$ cat src/mem_defines.svh
`ifndef MEM_DEFINES_SVH
`define MEM_DEFINES_SVH

// address and data path width, rv32 word
`define ADDR_W 32

// set index bits of the direct-mapped cache
// 3 bits give 8 lines of one word each
`define SET_BITS 3

// depth of the backing data ram in words
// word index sits just above the 2-bit byte offset
`define RAM_WORDS 256

`endif

$ cat src/mem_pkg.sv
`include "mem_defines.svh"

package mem_pkg;

    // tag is everything above set index and byte offset
    localparam int TAG_W = `ADDR_W - `SET_BITS - 2;

    typedef enum logic [2:0] {
        W_BYTE  = 3'b000, // lb / sb
        W_HALF  = 3'b001, // lh / sh
        W_WORD  = 3'b010, // lw / sw
        W_BYTEU = 3'b100, // lbu
        W_HALFU = 3'b101  // lhu
    } mem_width_e;

    typedef struct packed {
        logic              en;    // access strobe
        logic              we;    // 1 = store, 0 = load
        mem_width_e        width; // size and signedness, funct3 coding
        logic [`ADDR_W-1:0] addr;  // byte address
        logic [`ADDR_W-1:0] wdata; // store data, low-aligned
    } mem_req_t;

    typedef struct packed {
        logic              strobe; // write this cycle
        logic [3:0]        mask;   // one bit per byte lane
        logic [`ADDR_W-1:0] data;   // data already shifted into its lanes
    } mem_wr_t;

    typedef struct packed {
        logic              valid;
        logic [TAG_W-1:0]  tag;
        logic [`ADDR_W-1:0] data;
    } cache_line_t;

endpackage

$ cat src/store_align.sv
`timescale 1ns/1ps
`include "mem_defines.svh"

module store_align (
    input  mem_pkg::mem_req_t req_i,
    output mem_pkg::mem_wr_t  wr_o
);
    import mem_pkg::*;

    logic [1:0]         offset;    // byte offset inside the word
    logic [3:0]         mask;
    logic [`ADDR_W-1:0] lane_data;

    assign offset = req_i.addr[1:0];

    always_comb begin
        case (req_i.width)
            W_BYTE, W_BYTEU: begin
                mask      = 4'b0001 << offset;        // single lane
                lane_data = {4{req_i.wdata[7:0]}};    // byte copied to every lane
            end
            W_HALF, W_HALFU: begin
                mask      = offset[1] ? 4'b1100 : 4'b0011; // aligned half only
                lane_data = {2{req_i.wdata[15:0]}};
            end
            W_WORD: begin
                mask      = 4'b1111;
                lane_data = req_i.wdata;
            end
            default: begin
                mask      = 4'b0000;                  // unknown width writes nothing
                lane_data = req_i.wdata;
            end
        endcase
    end

    // strobe only for stores; loads leave ram and cache lanes untouched
    assign wr_o.strobe = req_i.en & req_i.we;
    assign wr_o.mask   = mask;
    assign wr_o.data   = lane_data;

endmodule

$ cat config.mk
export PLATFORM = sky130hd
export DESIGN_NAME = store_align
export DESIGN_NICKNAME = d
export VERILOG_FILES = /design/src/mem_pkg.sv /design/src/store_align.sv
export VERILOG_INCLUDE_DIRS = /design/src /design/src/src
export SDC_FILE = /design/constraint.sdc
export NUM_CORES = 1
export LEC_CHECK = 0
export ABC_AREA = 1
export CORE_AREA = 2 2 41 43
export DETAILED_ROUTE_END_ITERATION = 16
export DIE_AREA = 0 0 43 45
export DONT_BUFFER_PORTS = 1
export SLEW_MARGIN = 15
export SYNTH_ARGS = -nofsm -noshare
export SYNTH_HDL_FRONTEND = slang
export SYNTH_SLANG_ARGS = --single-unit
$ cat constraint.sdc
create_clock -name vclk -period 2.1
set_clock_uncertainty 0.1 [all_clocks]
set_input_delay 0.42 -clock vclk [all_inputs]
set_output_delay 0.42 -clock vclk [all_outputs]
set_load 0.02 [all_outputs]
Yosys cells after proc, flatten, opt, wreduce, memory -nomap -nowiden

Index checks and enable logic that the tools add are counted.

Output and inout bits: 37
Logic and storage cells: 12
Flip-flop bits (word level): 0

Reductions and logical operators: 3
Muxes and demuxes: 3
Eq/ne operators: 4
Bitwise operators: 1
Shifts and indexed selects: 1

Operator list:

| cell                  | count |
|---|---|
| $pmux W32 S2          | 1 |
| $pmux W4 S3           | 1 |
| $eq A3 B3 Y1 const B  | 2 |
| $mux W4               | 1 |
| $reduce_or A2 Y1      | 2 |
| $shl A1 B2 Y4 const A | 1 |
| $eq A3 B1 Y1 const B  | 1 |
| $eq A3 B2 Y1 const B  | 1 |
| $logic_not A3 Y1      | 1 |
| $and A1 B1 Y1         | 1 |

Logic depth before layout (Yosys ltp)

Depth after elaboration: 3
Gate-level depth with buffers: 5

Worst setup path after synthesis

Ideal clock, no wire load.

Kind: in2out
From: input port req_i[65] (netlist name)
To: output port wr_o[32] (netlist name)
Setup slack: 0.561 ns
Arrival time: 1.019 ns
Stages: 5
Buffers on the path: 2
Cell sequence: buf_6 > nor2_4 > buf_6 > nand2_1 > nand3_1

RTL lines:

| what               | line             | RTL |
|---|---|---|
| start: declaration | store_align.sv:5 | `input mem_pkg::mem_req_t req_i,` |
| end: declaration   | store_align.sv:6 | `output mem_pkg::mem_wr_t wr_o` |

==> flow_summary.rst <==
.. list-table::
   :header-rows: 1

   * - Metric
     - Value
   * - Distinct cell type count of the synthesized netlist
     - 11
   * - Share of cells above drive strength 1
     - 0.0313
   * - Count of buffers added by post-CTS timing repair for setup
     - 0
   * - Basic-gate share of the synthesized area counting and, or, nand and nor cells
     - 0.630
   * - Horizontal die dimension
     - 43 µm
   * - DRT antenna net count
     - 0
   * - Antenna violations before repair
     - 0
   * - FMAX
     - 650 MHz
   * - Final HPWL from detailed placement
     - approximately 1100 µm
   * - Kind of critical path
     - in -> out
   * - Number of antenna repair diodes
     - 0
   * - Final wirelength
     - 1430 µm
   * - Maximum fanout along the worst path
     - 27
   * - Final period utilization
     - 0.733
   * - Ratio of routed vias to standard cells
     - 5.74
   * - Starting Density
     - 0.370
   * - Total number of vias
     - 643
   * - Post-route setup TNS
     - 0 ns
   * - Crit path launch type
     - primary input
   * - FF+latch area
     - 0 µm²
   * - Post-CTS resize count
     - 0
   * - Compound-gate portion of the synthesized area
     - 0.0736
   * - Fillcell total
     - 185
   * - First-pass iteration count of the detailed router
     - 4
   * - CP Data Required Time
     - 1.58 ns
   * - Num rows
     - 14
   * - Average cell area after synthesis
     - about 4.9 µm²
   * - Port-buffer cells
     - 0
   * - Worst min-delay path class
     - in -> out
   * - P per Cell Area
     - roughly 290 nW/µm²
   * - Worst slew pin tran
     - 0.303 ns
   * - Largest family of logic cells by synthesized area
     - simple AND/OR/NAND/NOR gates
   * - DRC violation count after routing
     - 0
   * - FFs & Latches
     - 0
   * - Setup repair after global routing missed its margin
     - no
   * - Outcome
     - complete, no violations
   * - Top-count cell post-synth
     - nand2_1
   * - Area of the core
     - 1470 µm²
   * - Fin crit period
     - 1.54 ns
   * - Area after DPL
     - 432 µm²
   * - Top cell type by total area after synthesis
     - nand2_1
   * - Register area share after synthesis
     - 0
   * - Category of the worst setup path capture point
     - output port
   * - Final cell area excluding filler cells
     - 432 µm²
   * - Warning count from the yosys run
     - 0
   * - Routed length per instance
     - 12.8 µm
   * - Hold buffer count at cts
     - 0
   * - First-pass GRT wire length
     - 2060 µm
   * - Endpoints failing hold
     - 0
   * - Count of clock-net buffers in the final layout
     - 0
   * - Number of non-filler instances in the completed layout
     - about 110
   * - Pins Over Slew Limit
     - 0
   * - Number of endpoints failing setup at the final stage
     - 0
   * - Remaining global-route overflow
     - 0
   * - Post-synthesis xor/xnor area fraction
     - 0
   * - Largest voltage drop on the vdd net
     - 0.0000788 V
   * - Placed cells
     - 112
   * - Most frequent cells after synthesis
     - 53 x nand2_1, 23 x nand3_1, 8 x buf_4, 8 x o21ai_0
   * - Number of standard cells after synthesis
     - 111
   * - Static leakage
     - 0.264 nW
   * - Die Area
     - 1940 µm²
   * - Max transition margin
     - 0.797
   * - Height of the die
     - 45 µm
   * - Area growth from synthesis to layout
     - -20.7%
   * - Number of DRC violations after detailed-routing iteration 0
     - 3
   * - Design Power
     - 0.000126 W
   * - Arrival time of the worst setup path
     - 1.02 ns
   * - Number of global-route vias before repair
     - 498
   * - Leading post-synthesis cells by cell area
     - nand2_1 37%, nand3_1 21%, buf_6 12%
   * - Share of cell area taken by muxes after synthesis
     - 0
   * - GRT Overall Usage
     - 0.132
   * - Nets
     - 167
   * - Largest net degree at the start of global routing
     - 28
   * - Number of nets in the synthesized netlist
     - 180
   * - Fraction of post-synthesis cell area in the top cell type by area
     - 0.366
   * - Number of violations of the max-capacitance limit
     - 0
   * - Final weighted congestion of routability-driven global placement
     - roughly 0.63
   * - Adder and majority gate portion of the synthesized area
     - 0
   * - Mapped cell area
     - 544 µm²
   * - Boundary Pins
     - 106
## power breakdown
part	internal, W	total (W)	leakage (nW)	switching, W
sequential	0	0	0	0
combinational	0.0000262	0.000126	0.264	0.0000995
clock	0	0	0	0
total	0.0000262	0.000126	0.264	0.0000995
## cell families (layout without fill, tap and decap cells)
family | Yosys count | count (layout)
compound gates | 8 | 8
buf+inv | 22 | 7
simple gates | 81 | 81
## through the flow
stage / hold slack (ns) / util / setup WS [ns]
final: 0.740 / 0.293 / 0.561
after global routing: 0.740 / 0.293 / 0.486
after CTS: 0.740 / 0.293 / 0.557
after detailed placement: 0.740 / 0.293 / 0.558
after global placement: 0.740 / 0.293 / 0.578
after floorplan: 0.853 / - / 0.561
## layer usage
metal,GRT usage,part of all wire,wire [µm]
met1,0.164,0.39,563
met2,0.264,0.51,729
met3,0.00400,0.097,139
met4,0.0121,0,0
met5,0,0,0
## layout make-up
class | count | area, µm² | share of cell area
Inverter | 7 | 28.8 | 0.0667
Multi-Input combinational cell | 89 | 383 | 0.887
Tap cell | 16 | 20.0 | 0.0464
## worst paths after layout
path / from / endpoint / cells past startpoint
worst max-delay path: req_i[65] / wr_o[24] / 3
worst min-delay path: req_i[7] / wr_o[7] / 0
## cell usage in the layout (no fill, tap or decap)
master / netlist / final
inv_1: 6 / 6
nand2_1: 53 / 53
inv_4: 1 / 1
nand2_2: 1 / 1
nor2_4: 1 / 1
nor2_1: 3 / 3
nand3_1: 23 / 23
o21ai_0: 8 / 8
## worst max-delay path, cell delays in order
cell and delay, ns:
nor2_4 0.26, nand2_1 0.13, nand3_1 0.21
Power figures use the tool's default switching activity.
