**src/mem_defines.svh**
```systemverilog
`ifndef MEM_DEFINES_SVH
`define MEM_DEFINES_SVH

// address and data path width, rv32 word
`define ADDR_W 32

// set index bits of the direct-mapped cache
// 3 bits give 8 lines of one word each
`define SET_BITS 3

// depth of the backing data ram in words
// word index sits just above the 2-bit byte offset
`define RAM_WORDS 256

`endif

```
**src/mem_pkg.sv**
```systemverilog
`include "mem_defines.svh"

package mem_pkg;

    // tag is everything above set index and byte offset
    localparam int TAG_W = `ADDR_W - `SET_BITS - 2;

    typedef enum logic [2:0] {
        W_BYTE  = 3'b000, // lb / sb
        W_HALF  = 3'b001, // lh / sh
        W_WORD  = 3'b010, // lw / sw
        W_BYTEU = 3'b100, // lbu
        W_HALFU = 3'b101  // lhu
    } mem_width_e;

    typedef struct packed {
        logic              en;    // access strobe
        logic              we;    // 1 = store, 0 = load
        mem_width_e        width; // size and signedness, funct3 coding
        logic [`ADDR_W-1:0] addr;  // byte address
        logic [`ADDR_W-1:0] wdata; // store data, low-aligned
    } mem_req_t;

    typedef struct packed {
        logic              strobe; // write this cycle
        logic [3:0]        mask;   // one bit per byte lane
        logic [`ADDR_W-1:0] data;   // data already shifted into its lanes
    } mem_wr_t;

    typedef struct packed {
        logic              valid;
        logic [TAG_W-1:0]  tag;
        logic [`ADDR_W-1:0] data;
    } cache_line_t;

endpackage

```
**src/dcache.sv**
```systemverilog
`timescale 1ns/1ps
`include "mem_defines.svh"

module dcache (
    input  logic                clk,
    input  logic                rst_i,
    input  mem_pkg::mem_req_t   req_i,
    input  mem_pkg::mem_wr_t    wr_i,
    input  logic [`ADDR_W-1:0]  ram_rdata_i,
    output logic [`ADDR_W-1:0]  word_o,
    output logic                hit_o
);
    import mem_pkg::*;

    localparam int LINES = 2 ** `SET_BITS;

    cache_line_t            lines [LINES];
    cache_line_t            cur_line;    // line selected by the set index
    logic [`SET_BITS-1:0]   set_idx;
    logic [TAG_W-1:0]       req_tag;
    logic                   lookup_hit;  // valid line with matching tag
    logic                   full_word;   // store covers all four lanes

    // address split [tag | set | offset]
    assign set_idx = req_i.addr[`SET_BITS+1:2];
    assign req_tag = req_i.addr[`ADDR_W-1:`SET_BITS+2];

    assign cur_line   = lines[set_idx];
    assign lookup_hit = cur_line.valid && (cur_line.tag == req_tag);
    assign full_word  = (wr_i.mask == 4'b1111);

    assign hit_o  = req_i.en & lookup_hit;
    assign word_o = lookup_hit ? cur_line.data : ram_rdata_i; // miss falls through to ram

    always_ff @(posedge clk) begin
        if (rst_i) begin
            for (int s = 0; s < LINES; s++) begin
                lines[s].valid <= 1'b0; // tag and data keep stale contents
            end
        end else if (req_i.en) begin
            if (wr_i.strobe) begin
                if (lookup_hit) begin
                    // write-through hit, keep the line in step with ram
                    for (int b = 0; b < 4; b++) begin
                        if (wr_i.mask[b]) begin
                            lines[set_idx].data[8*b +: 8] <= wr_i.data[8*b +: 8];
                        end
                    end
                end else if (full_word) begin
                    lines[set_idx].valid <= 1'b1; // sw miss allocates
                    lines[set_idx].tag   <= req_tag;
                    lines[set_idx].data  <= wr_i.data;
                end
                // partial store miss: line untouched, ram alone takes the bytes
            end else if (!lookup_hit) begin
                lines[set_idx].valid <= 1'b1; // load miss, fill from ram word
                lines[set_idx].tag   <= req_tag;
                lines[set_idx].data  <= ram_rdata_i;
            end
        end
    end

endmodule

```
**config.mk**
```make
export PLATFORM = sky130hd
export DESIGN_NAME = dcache
export DESIGN_NICKNAME = d
export VERILOG_FILES = /design/src/mem_pkg.sv /design/src/dcache.sv
export VERILOG_INCLUDE_DIRS = /design/src /design/src/src
export SDC_FILE = /design/constraint.sdc
export NUM_CORES = 1
export LEC_CHECK = 0
export ABC_CLOCK_PERIOD_IN_PS = 4500
export BUFFER_PORTS_ARGS = -buffer_cell sky130_fd_sc_hd__buf_4
export CAP_MARGIN = 30
export CORE_MARGIN = 2
export CORE_UTILIZATION = 34
export DETAILED_ROUTE_END_ITERATION = 7
export GPL_ROUTABILITY_DRIVEN = 1
export SYNTH_ARGS = -nofsm -noshare
export SYNTH_HDL_FRONTEND = slang
export SYNTH_SLANG_ARGS = --single-unit
```
**constraint.sdc**
```tcl
create_clock -name clk -period 4.5 [get_ports clk]
set_input_delay 0.225 -clock clk [delete_from_list [all_inputs] [get_ports clk]]
set_output_delay 0.225 -clock clk [all_outputs]
set_load 0.005 [all_outputs]
```
* Word level (Yosys, flattened, before mapping) *
Memory sizes are Yosys's and may differ from the RTL's.
Cells that the tools add are included.

word-level totals
  bits in writable memories = 480
  bits in registers = 0
  input bits = 140
  logic and storage cells = 67
  memories = 1

memories
  name   words  bits a word  read ports  clocked after memory_dff  wr ports  line          RTL
  lines  8      60           1           0                         8         dcache.sv:17  cache_line_t lines [LINES];

cells by class
  muxes and demuxes = 51
  equal/unequal tests = 2
  bitwise operators = 11
  reduce and logical (&&, ||, !) cells = 2

operators with widths
  kind                number
  $mux 8              8
  $mux 60             1
  $reduce_or 60->1    1
  $mux 1              38
  $mux 32             1
  $eq 27x27->1        1
  $mux 27             1
  $or 1x1->1          10
  $mux 6              1
  $eq 4x4->1 const B  1
  $mux 3              1
  $and 1x1->1         1
  $logic_and 1x1->1   1

* Longest topological paths before layout *
An unclocked memory read counts as a cell.

  depth after elaboration = 12
  mapped depth = 14
  mapped depth without buffers = 8

* Least setup slack after synthesis *
OpenSTA, ideal clock, no wires.

  path kind = input port to flip-flop
  start = in req_i[36] in the netlist's numbering
  end = mem lines[6][32] in the netlist's numbering (enable)
  library setup time = 0.411 ns
  path slack = 0.525 ns
  data arrival time = 3.564 ns
  data required time = 4.089 ns
  stages = 14
  cells stage by stage = buf_2 > buf_4 > buf_2 > buf_2 > mux4_2 > mux2i_1 > xor2_1 > o21a_1 > nand4b_1 > nor4_4 > nand2b_1 > buf_2 > buf_2 > nor2_1

RTL lines
  element          line          RTL
  start, declared  dcache.sv:7   input mem_pkg::mem_req_t req_i,
  end, declared    dcache.sv:17

* Worst setup path after layout *
  start = mem lines[6][46] in the netlist's numbering
  end = out word_o[28]

between the ends
  cells in the longest elaborated chain, start to end = 4

RTL lines
  element            line          RTL
  $mem_v2 8x60       --
  $eq 27x27->1       dcache.sv:29  assign lookup_hit = cur_line.valid && (cur_line.tag == req_tag);
  $logic_and 1x1->1  dcache.sv:29
  $mux 32            dcache.sv:33  assign word_o = lookup_hit ? cur_line.data : ram_rdata_i;
  end, declared      dcache.sv:10  output logic [`ADDR_W-1:0] word_o,

No other way between the ends.

==> impl_metrics.toml <==
[synth]
synth_warnings = 0
ys_async_sr_fraction_pct = 0
synth_compound_area_share_pct = 7.45
yosysSeqAreaShare_pct = 73.4
netlist.area_leader.share_pct = 72.6
syn-mean-instance-area_sq_um = 17.1
synth-simple-area-share_pct = 4.02
synth-adder-area-share_pct = 0
synth_edf_count = 472
syn_nets = 1279
synth_xor_area_share_pct = 0.583
synth_ff_type = "edfxtp_1"
synth_top_family_by_area = "multiplexers"
synthesis.area_sq_mm = 0.0195
synth_area_leaders = "edfxtp_1 (73%), mux2i_1 (4.9%), mux2_2 (3.4%), mux4_2 (2.7%), mux2_1 (1.8%)"
syn_inst = 1139
yosysTopAreaCell = "edfxtp_1"
ys_ff_latch = 480
ys_types = 54
synth_mux_area_share_pct = 12.8

[floorplanning]
die_x_microns = 244
rows = 87
die_y_microns = 244
core_sq_mm = 0.0566
ios = 173
die-area_sq_mm = 0.0594
start_util_pct = 34.5

[critical_path]
cp_common_cell = "o21ai_0"
path_cells = "mux2_1 -> a221o_1 -> a222oi_1 -> xnor2_1 -> or4_4 -> nor4_4 -> buf_12 -> o21ai_0 -> o21ai_0 -> buf_4"
cp-end-kind = "primary output"
cp_num_buf_inv = 2
cp_slowest_cell = "or4_4"
crit_required_ns = 4.28
worstSetupStartpointType = "flip-flop"
crit_type = "flip-flop to primary output"
critPathMaxFanout = 41
cpLargestDelayFamily = "compound AO/OA/AOI/OAI gates"
arrival_ns = 4.03
critPathMaxStageDelay_ns = 0.55

[finish]
layout_common_cells = "edfxtp_1 (472), buf_4 (200), mux2i_1 (95)"
nets = 1509
reg.largest.list = "lines x480"
layout_commonest_cell = "edfxtp_1"
largest_register_ffs = 480
fin_util_pct = 42.1
final_layout_size_suffix_gt1_share_pct = 27.5
n_fill_cell = 5105
regMostFlops = "lines"
area_growth_pct = 22.1

[global_routing]
first_global_vias = 11288
antenna_found_initial = 3
grt_util_all_layers_pct = 16.3
grt_overflow = 0
grt_max_degree = 37
grt_pass1_wl_microns = 72400

[timing]
max-slew-margin-rel_pct = 41.1
skew_ns = 0.0339
period_needed_ns = 4.25
fmax_mhz = 235
fin_tns_setup_ns = 0
maxSlewViolCount = 0
tightest_slew_ns = 0.880
fin_hold_ws_ns = 0.105
hold_viol_final = 0
setup_viol = 0
fin_crit_sh_pct = 94.5
rsz0062_at_grt = "false"

[clock_network]
cts_root_buf = "clkbuf_16"
cts-buffers-inserted = 47
htreeDepth = 2
cts_sinks = 480
clockBufferDepth = 3
cts_tree = "yes"
cts.clk_slew.worst_paths_ns = 0.06
post_cts_buffers = 0
clkLatencyLatePin_ns = 0.57

[pwr]
p_leak_nw = 8.12
fin_total_pwr_w = 0.00970
power-per-cell-area_mw_per_mm2 = 407
vdd_drop_max_mv = 0.311

[job]
max_cap_violations = 0

[worst_hold_path]
worst_hold_path_type = "input pin to flip-flop"

[placement]
portBuffers = 134
gp_congestion = 0.756
dp_hpwl_microns = 30600

[detailed_routing]
route.vias.total = 11285
routedWlPerCell_microns = 22.7
vias_per_cell = 5.22
drt_iter0_drc = 984
dr.pass1.iters = 5
totalWireLength_microns = 49200
drcViolationCount = 0
drtAntennaViolNets = 0

[run_status]
status = "completed"
==> synthesized netlist by cell type, drive strengths merged (5+ instances only) <==
cell type,count
nor2,83
nand2,21
o21ai,31
a221oi,27
edfxtp,472
mux4,23
a222oi,10
inv,14
a22oi,45
buf,35
and3,5
a21oi,29
or4,5
dfxtp,8
mux2i,95
nand3,8
xnor2,9
o22ai,19
clkbuf,25
nor3,6
a22o,11
and2,5
o21a,5
mux2,91
a221o,10
==> final timing paths <==
check,cells after the start,slack (ns),to,startpoint
max,10,0.25,word_o[28],lines[6][46]$_DFFE_PP_
min,2,0.10,lines[0][15]$_DFFE_PP_,wr_i[15]
max reg2reg,12,0.47,lines[7][40]$_DFFE_PP_,lines[6][46]$_DFFE_PP_
min reg2reg,2,0.46,lines[7][59]$_SDFFE_PP1P_,lines[7][59]$_SDFFE_PP1P_
==> cell type report <==
| cell class | count | area (sq um) | share of cell area, % |
|---|---|---|---|
| inverter | 14 | 52.6 | 0.220 |
| clock buffer | 63 | 1280 | 5.36 |
| tap | 756 | 946 | 3.97 |
| antenna | 1 | 2.50 | 0.0105 |
| multi-input combinational | 585 | 4900 | 20.6 |
| sequential | 480 | 14300 | 60.1 |
| clock inverter | 23 | 298 | 1.25 |
| timing repair buffer | 241 | 2030 | 8.50 |
==> logic make-up (layout without fill, tap and decap cells) <==
family          count (synthesis)  in the layout
xor+xnor                       13             13
compound gates                202            202
other cells                     0              1
flops                         480            480
buf+inv                        74            341
simple gates                  161            161
mux                           209            209
==> where the power goes <==
group / switching, W / internal (W)
Combinational: 0.000389 / 0.000286
Clock: 0.00164 / 0.00240
Sequential: 0.0000127 / 0.00498
Total: 0.00204 / 0.00766
==> through the flow <==
step / area, sq um / instances / setup slack [ns]
global placement: 21900 / 2044 / 0.335
CTS: 23800 / 2162 / 0.00483
detailed placement: 22000 / 2048 / 0.273
floorplan: 19500 / 1139 / 0.525
finish: 23800 / 2163 / 0.247
global route: 23800 / 2163 / 0.115
==> repair_timing <==
| action | in CTS | in global routing |
|---|---|---|
| endpoints found under the setup margin | 0 | 18 |
| gates resized for setup | 0 | 0 |
| hold endpoints to repair | 224 | 0 |
| hold buffers | 28 | 0 |
==> per-layer routing <==
| metal | up-vias | wire [microns] | global-route usage [%] |
|---|---|---|---|
| met4 | 6 | 1180 | 4.57 |
| met3 | 86 | 3270 | 3.65 |
| met1 | 5734 | 21500 | 22.0 |
| li1 | 5066 | - | - |
| met2 | 393 | 23100 | 26.3 |
| met5 | - | 97 | 1.23 |
(Power assumes the default switching activity.)
