`config.mk`:
```
export PLATFORM = sky130hd
export DESIGN_NAME = load_extend
export DESIGN_NICKNAME = d
export VERILOG_FILES = /design/src/mem_pkg.sv /design/src/load_extend.sv
export VERILOG_INCLUDE_DIRS = /design/src /design/src/src
export SDC_FILE = /design/constraint.sdc
export NUM_CORES = 1
export LEC_CHECK = 0
export BUFFER_PORTS_ARGS = -buffer_cell sky130_fd_sc_hd__buf_2
export CORE_MARGIN = 4
export CORE_UTILIZATION = 38
export DETAILED_ROUTE_END_ITERATION = 10
export PLACE_DENSITY = 0.87
export SYNTH_ARGS = -nofsm -noshare
export SYNTH_HDL_FRONTEND = slang
export SYNTH_SLANG_ARGS = --single-unit
export TNS_END_PERCENT = 5
```
`constraint.sdc`:
```
create_clock -name vclk -period 1.2
set_clock_uncertainty 0.15 [all_clocks]
set_input_delay 0.12 -clock vclk [all_inputs]
set_output_delay 0.12 -clock vclk [all_outputs]
set_load 0.02 [all_outputs]
```
`src/mem_defines.svh`:
```
`ifndef MEM_DEFINES_SVH
`define MEM_DEFINES_SVH

// address and data path width, rv32 word
`define ADDR_W 32

// set index bits of the direct-mapped cache
// 3 bits give 8 lines of one word each
`define SET_BITS 3

// depth of the backing data ram in words
// word index sits just above the 2-bit byte offset
`define RAM_WORDS 256

`endif

```
`src/mem_pkg.sv`:
```
`include "mem_defines.svh"

package mem_pkg;

    // tag is everything above set index and byte offset
    localparam int TAG_W = `ADDR_W - `SET_BITS - 2;

    typedef enum logic [2:0] {
        W_BYTE  = 3'b000, // lb / sb
        W_HALF  = 3'b001, // lh / sh
        W_WORD  = 3'b010, // lw / sw
        W_BYTEU = 3'b100, // lbu
        W_HALFU = 3'b101  // lhu
    } mem_width_e;

    typedef struct packed {
        logic              en;    // access strobe
        logic              we;    // 1 = store, 0 = load
        mem_width_e        width; // size and signedness, funct3 coding
        logic [`ADDR_W-1:0] addr;  // byte address
        logic [`ADDR_W-1:0] wdata; // store data, low-aligned
    } mem_req_t;

    typedef struct packed {
        logic              strobe; // write this cycle
        logic [3:0]        mask;   // one bit per byte lane
        logic [`ADDR_W-1:0] data;   // data already shifted into its lanes
    } mem_wr_t;

    typedef struct packed {
        logic              valid;
        logic [TAG_W-1:0]  tag;
        logic [`ADDR_W-1:0] data;
    } cache_line_t;

endpackage

```
`src/load_extend.sv`:
```
`timescale 1ns/1ps
`include "mem_defines.svh"

module load_extend (
    input  logic [`ADDR_W-1:0]  word_i,
    input  mem_pkg::mem_width_e width_i,
    input  logic [1:0]          offset_i,
    output logic [`ADDR_W-1:0]  data_o
);
    import mem_pkg::*;

    logic [7:0]  sel_byte; // addressed byte moved to bit 0
    logic [15:0] sel_half; // addressed half moved to bit 0

    assign sel_byte = word_i[8*offset_i +: 8];
    assign sel_half = offset_i[1] ? word_i[31:16] : word_i[15:0]; // halves are aligned

    always_comb begin
        case (width_i)
            W_BYTE: begin
                data_o = {{24{sel_byte[7]}}, sel_byte};  // lb
            end
            W_BYTEU: begin
                data_o = {24'b0, sel_byte};              // lbu
            end
            W_HALF: begin
                data_o = {{16{sel_half[15]}}, sel_half}; // lh
            end
            W_HALFU: begin
                data_o = {16'b0, sel_half};              // lhu
            end
            W_WORD: begin
                data_o = word_i;                         // lw
            end
            default: begin
                data_o = word_i;
            end
        endcase
    end

endmodule

```
# Yosys cells after proc, flatten, opt, wreduce, memory -nomap -nowiden
# Index checks and enable logic that the tools add are counted.
op_classes:
  eq_ne: 3
  n_shift: 1
  mux: 2
  reduce_logical: 1
ops:
  columns: ["operator", "n"]
  rows:
  - ["one-hot mux 32 bit (4 select lines)", 1]
  - ["variable part select 32 x 6 -> 8 bit", 1]
  - ["two-way mux 16 bit", 1]
  - ["== test 3 bit (second input constant)", 2]
  - ["== test 3 x 1 -> 1 bit (second input constant)", 1]
  - ["logical NOT 3 bit", 1]
totals:
  regBits: 0
  input_bits: 37
  out_inout_bits: 32
  wordCells: 7

# Depth between registers and ports, before layout
# Gate-level depths: netlist of run 1.
depth:
  word_depth: 2
  mapped_depth: 5
  ltp_nobuf: 3

# Worst setup path after synthesis of run 1
# No wires, ideal clock.
synth_timing:
  path_type: "input to output"
  startpoint: "input width_i[0]"
  endpoint: "output data_o[17]"
  arrival_ns: 1.219
  required_time_ns: 0.930
  setup_slack_ns: -0.289
  cell_stages: 5
  n_path_buf: 2
  cell_sequence: "buf_4 -> nor3_1 -> a22oi_4 -> buf_6 -> a2bb2oi_1"
synth_via:
  elab_chain_len: 2
  elab_cells_between_ends: 5
  cone_classes: "eq/ne (3); mux (1); reduce/logical (1)"
synth_lines:
  columns: ["element", "line_no", "rtl"]
  rows:
  - ["start, declared", "load_extend.sv:6", "input mem_pkg::mem_width_e width_i,"]
  - ["== test 3 bit, or another cell as far along", "load_extend.sv:19", "case (width_i)"]
  - ["one-hot mux 32 bit (4 select lines) (*)", "load_extend.sv:19", null]
  - ["end, declared", "load_extend.sv:8", "output logic [`ADDR_W-1:0] data_o"]
# Mark *: on every way between the ends. The rest lies on a longest branch, timed or not.

# Final worst setup path of run 1
layout_timing:
  startpoint: "input width_i[2]"
  endpoint: "output data_o[9]"
# The elaborated chain is that of the path after synthesis.

==> run metrics, run 1 <==
run status complete, but fails checks; failing checks setup timing; number of global-route vias before repair ~1400; PnR Total Power approximately 1.0 mW; crit share post-route 131%; Pint slightly above 0.5 mW; Yosys cell types 28; sequential power share 0%; Max Slew Vio Count 0; IO Pins 69; Worst EP arrival 1.31 ns; initial antenna violation count 0; share of cells above drive strength 1 approximately 78%; total grt overflow 0; Seq Cell Count 0; largest net degree at the start of global routing 17; mapped cell area approximately 850 um2; Hold Path Class in2out; worst slack, placed -0.470 ns; CP max FO 3; largest cells by area after synthesis a2bb2oi_2 25%, nor2b_1 7.4%, a221o_1 7.1%; switch share 50.5%; Via Count 1396; row count 16; final setup fails 32; Routability Congestion just under 0.9; synth cell count leaders 14 x a2bb2oi_2, 10 x nor2b_1, 7 x a21oi_1; max capacitance violation total 0; Mapped Avg Cell Area between 8 and 9 um2; area grow syn2layout 117%; Logic pwr share 100.0%; Total Routing Usage GR about a third; number of diodes 0; drt initial violations 65; Pleak 0.834 nW; drt pass-1 iters 4; WHS 0.437 ns; count leader, synth a2bb2oi_2; fin area about 1800 um2; Worst Setup Start Kind input pin; wire per inst around 25 um; share of the synthesized area in the top cell type approximately 25%; register area 0 um2; Clk network pwr share 0%; final net count around 230; Mapped Cells 96; initial core utilization about two fifths; Synth warnings 0; Setup Total Neg Slack -10.36 ns; fin crit period around 1.6 ns; Max IR drop VDD between 0.4 and 0.5 mV; power per cell area ~560 nW/um2; Die X 55.2 um; final wirelength between 5 and 6 mm; Die Ht roughly 55 um; syn_nets 133; core area roughly 2000 um2; Port Buf Inserts a little under 70; Seq/Total Area, Yosys 0%; Setup CP Type in2out; Clock Buffer Count 0; DP Area 1560 um2; number of remaining DRC errors 0; Final Hold Fails 0; final worst slack -0.378 ns; RSZ-0062 raised after global routing true; fmax ~630 MHz; switching power 0.523 mW; Least-Margin Pin Slew 0.432 ns; Synth area leader a2bb2oi_2; die area ~3000 um2; Post-DP HPWL 2.82 mm; WHS Path Cells 3; Routed Antenna Nets 0; CP required 0.93 ns; Relative slew margins 71.2%; first-pass GRT wire length just over 7 mm; Vias/cell 6.52; crit end category output port
[metrics by stage]
stage | utilization (%) | std cells
after global routing | 89.9 | 214
after CTS | 87.3 | 214
after floorplan | - | 96
final | 89.9 | 214
after detailed placement | 76.4 | 210
after global placement | 76.4 | 210
[power groups by stage]
stage          logic (mW)  registers (mW)  clock network, mW
6_report             1.04               0                  0
5_1_grt              1.07               0                  0
3_3_place_gp        0.802               0                  0
4_1_cts             0.944               0                  0
3_5_place_dp        0.820               0                  0
2_1_floorplan       0.540               0                  0
[layout make-up]
class / count / area [um2]
repair buffers: 101 / 801
inverters: 2 / 13.8
well taps: 27 / 33.8
multi-input cells: 84 / 987
fillers: 77 / 206
[metal layers]
layer / GRT usage (%) / routed length [um]
met5: 0 / 0
met4: 10.9 / 296
met3: 3.22 / 620
met2: 58.3 / 2580
met1: 39.1 / 1830
[worst max-delay path, cell delays in order]
cell and delay, ns:
buf_2 0.14, nor3b_4 0.28, a22oi_4 0.14, buf_12 0.16, o221ai_1 0.23, buf_2 0.23
[placed cells by master, fill, tap and decap left out, types with 5 or more instances in the layout]
cell type	instances
a21oi_1	7
a221o_1	6
a2bb2oi_2	10
a2bb2oi_4	10
buf_12	6
buf_2	48
buf_4	28
buf_6	18
nand2_1	5
nor2b_1	7
[cells by family after synthesis]
family | share of synthesized area, %
AOI/OAI and AO/OA | 58.7
and+or+nand+nor | 17.8
muxes | 14.2
buffers and inverters | 9.32
[timing repair]
action,CTS,global route
endpoints found under the setup margin,32,32
endpoints found under the hold margin,0,0
resized for setup,46,15
pin swaps,13,3
setup buffers,3,0
hold buffers,0,0
gates cloned,1,0
[final timing paths]
path / from / to / slack (ns)
setup / recovery: width_i[2] / data_o[9] / -0.38
hold / removal: word_i[5] / data_o[5] / 0.44
(Power assumes the default switching activity.)
==> inputs of run 2 (changes only) <==
- CELL_PAD_IN_SITES_DETAIL_PLACEMENT: default -> 0
- CELL_PAD_IN_SITES_GLOBAL_PLACEMENT: default -> 2
- CORE_UTILIZATION: 38 -> 19
- PLACE_DENSITY: 0.87 -> 0.86
==> run 2 against run 1 <==
The flow still finishes with violations (setup timing). Total power is 2.9% lower. Combinational power hardly changed. Final area is 5.0% higher. Global-route usage is 19 points lower. Hold slack worse by 0.020 ns. Die area is 83% higher. First-iteration DRC count is 25% lower. Cell count is 13% higher. Core utilization is 45 points lower. Critical path depth is 1 higher. Clock-buffer cell count stayed put. Wire length is 28% lower. Largest cell class unchanged.
==> run metrics, run 2 (synthesis gave the netlist of run 1 again) <==
worst slack, placed -0.467 ns; core area ~4300 um2; Vias/cell 4.92; Final Hold Fails 0; commonest non-fill, non-tap cell in the layout buf_2; number of remaining DRC errors 0; Seq Cell Count 0; Worst Hold End data_o[4]; Max Slew Vio Count 0; CP required 0.93 ns; Routability Congestion 0.821; final wirelength ~3.8 mm; Port Buf Inserts between 60 and 70; crit share post-route 131%; Die X about 75 um; failing checks setup timing; drt initial violations roughly 50; most frequent cells in the layout 43 x buf_2, 27 x buf_4, 26 x buf_6; first-pass GRT wire length around 5.9 mm; beginning of the worst hold path word_i[4]; Hold Path Class in2out; final net count between 200 and 250; Clock Buffer Count 0; register area 0 um2; Pleak approximately 0.9 nW; crit end category output port; run status complete, but fails checks; Via Count between 1000 and 1500; wire per inst 15.9 um; RSZ-0062 raised after global routing true; IO Pins just under 70; Slowest Stage Delay on Critical Path 0.31 ns; PnR Total Power ~1 mW; max capacitance violation total 0; crit-path cells buf_12 > mux2_4 > a22oi_4 > buf_6 > buf_12 > a2bb2oi_2 > buf_2; number of global-route vias before repair ~1200; drt pass-1 iters 4; final worst slack -0.372 ns; Relative slew margins about 73%; Setup Total Neg Slack -9.91 ns; share of cells above drive strength 1 76.8%; power per cell area 522 nW/um2; row count 24; Post-DP HPWL between 3 and 4 mm; initial antenna violation count 0; WHS Path Cells 4; Least-Margin Pin Slew 0.401 ns; Routed Antenna Nets 0; fin crit period 1.57 ns; largest net degree at the start of global routing 19; Max IR drop VDD 0.239 mV; Total Routing Usage GR between 10% and 20%; fmax about 640 MHz; Setup CP Type in2out; Die Ht about 75 um; area grow syn2layout 128%; final core occ between 40% and 50%; CP max FO 7; total grt overflow 0; master of the slowest instance on the critical path mux2_4; Worst EP arrival around 1.3 ns; Hold-fix buffers, CTS 0; initial core utilization 19.6%; die area roughly 5600 um2; final setup fails 32; number of diodes 0; CP dominant cell by count buf_12; Worst Setup Start Kind input pin
-- run 2: cell types whose count changed in the layout (fill, tap and decap cells not counted), sizes merged --
| cell | change |
|---|---|
| buf | +2 |
| clkbuf | +1 |
-- run 2: cell type report --
class / instances / area (um2)
fillers: 417 / 2400
inverters: 2 / 13.8
multi-input cells: 84 / 987
well taps: 52 / 65.1
repair buffers: 104 / 861
-- run 2: what timing repair did --
item	in CTS	in global routing
cloned	1	0
setup endpoints to repair	32	32
resized for setup	49	22
pin swaps	9	5
setup buffers	3	0
-- run 2: worst max-delay path by stage --
stage                      startpoint  cells after the start    endpoint  slack (ns)
after floorplan           offset_i[1]                      5  data_o[16]       -0.12
after global placement    offset_i[0]                      6  data_o[24]       -0.44
after detailed placement  offset_i[0]                      6  data_o[17]       -0.47
after CTS                 offset_i[0]                      7  data_o[17]       -0.34
after global routing      offset_i[0]                      7  data_o[17]       -0.41
final                     offset_i[0]                      7  data_o[17]       -0.37
-- run 2: power by group --
| group | leakage (nW) | switching [mW] | internal [mW] | total (mW) |
|---|---|---|---|---|
| logic | 0.876 | 0.474 | 0.532 | 1.01 |
| registers | 0 | 0 | 0 | 0 |
| clock network | 0 | 0 | 0 | 0 |
-- run 2: metal layers --
layer | share of wire (%) | track usage [%] | up-vias
met5 | 0 | 0 | -
met4 | 0 | 0 | 0
met3 | 4.3 | 1.34 | 0
met2 | 52 | 25.0 | 27
met1 | 44 | 17.5 | 582
li1 | - | - | 582
-- run 2: critical path: cells and delay by family --
| family | cells | cell delay [ns] |
|---|---|---|
| AO/OA/AOI/OAI | 2 | 0.30 |
| multiplexers | 1 | 0.31 |
| buffers and inverters | 4 | 0.56 |
-- run 2: per-stage QoR --
step | area (um2) | instances | hold WS, ns
final | 1930 | 242 | 0.416
after global routing | 1930 | 242 | 0.452
after CTS | 1850 | 242 | 0.419
after detailed placement | 1640 | 238 | 0.437
after global placement | 1640 | 238 | 0.437
after floorplan | 1050 | 96 | 0.237
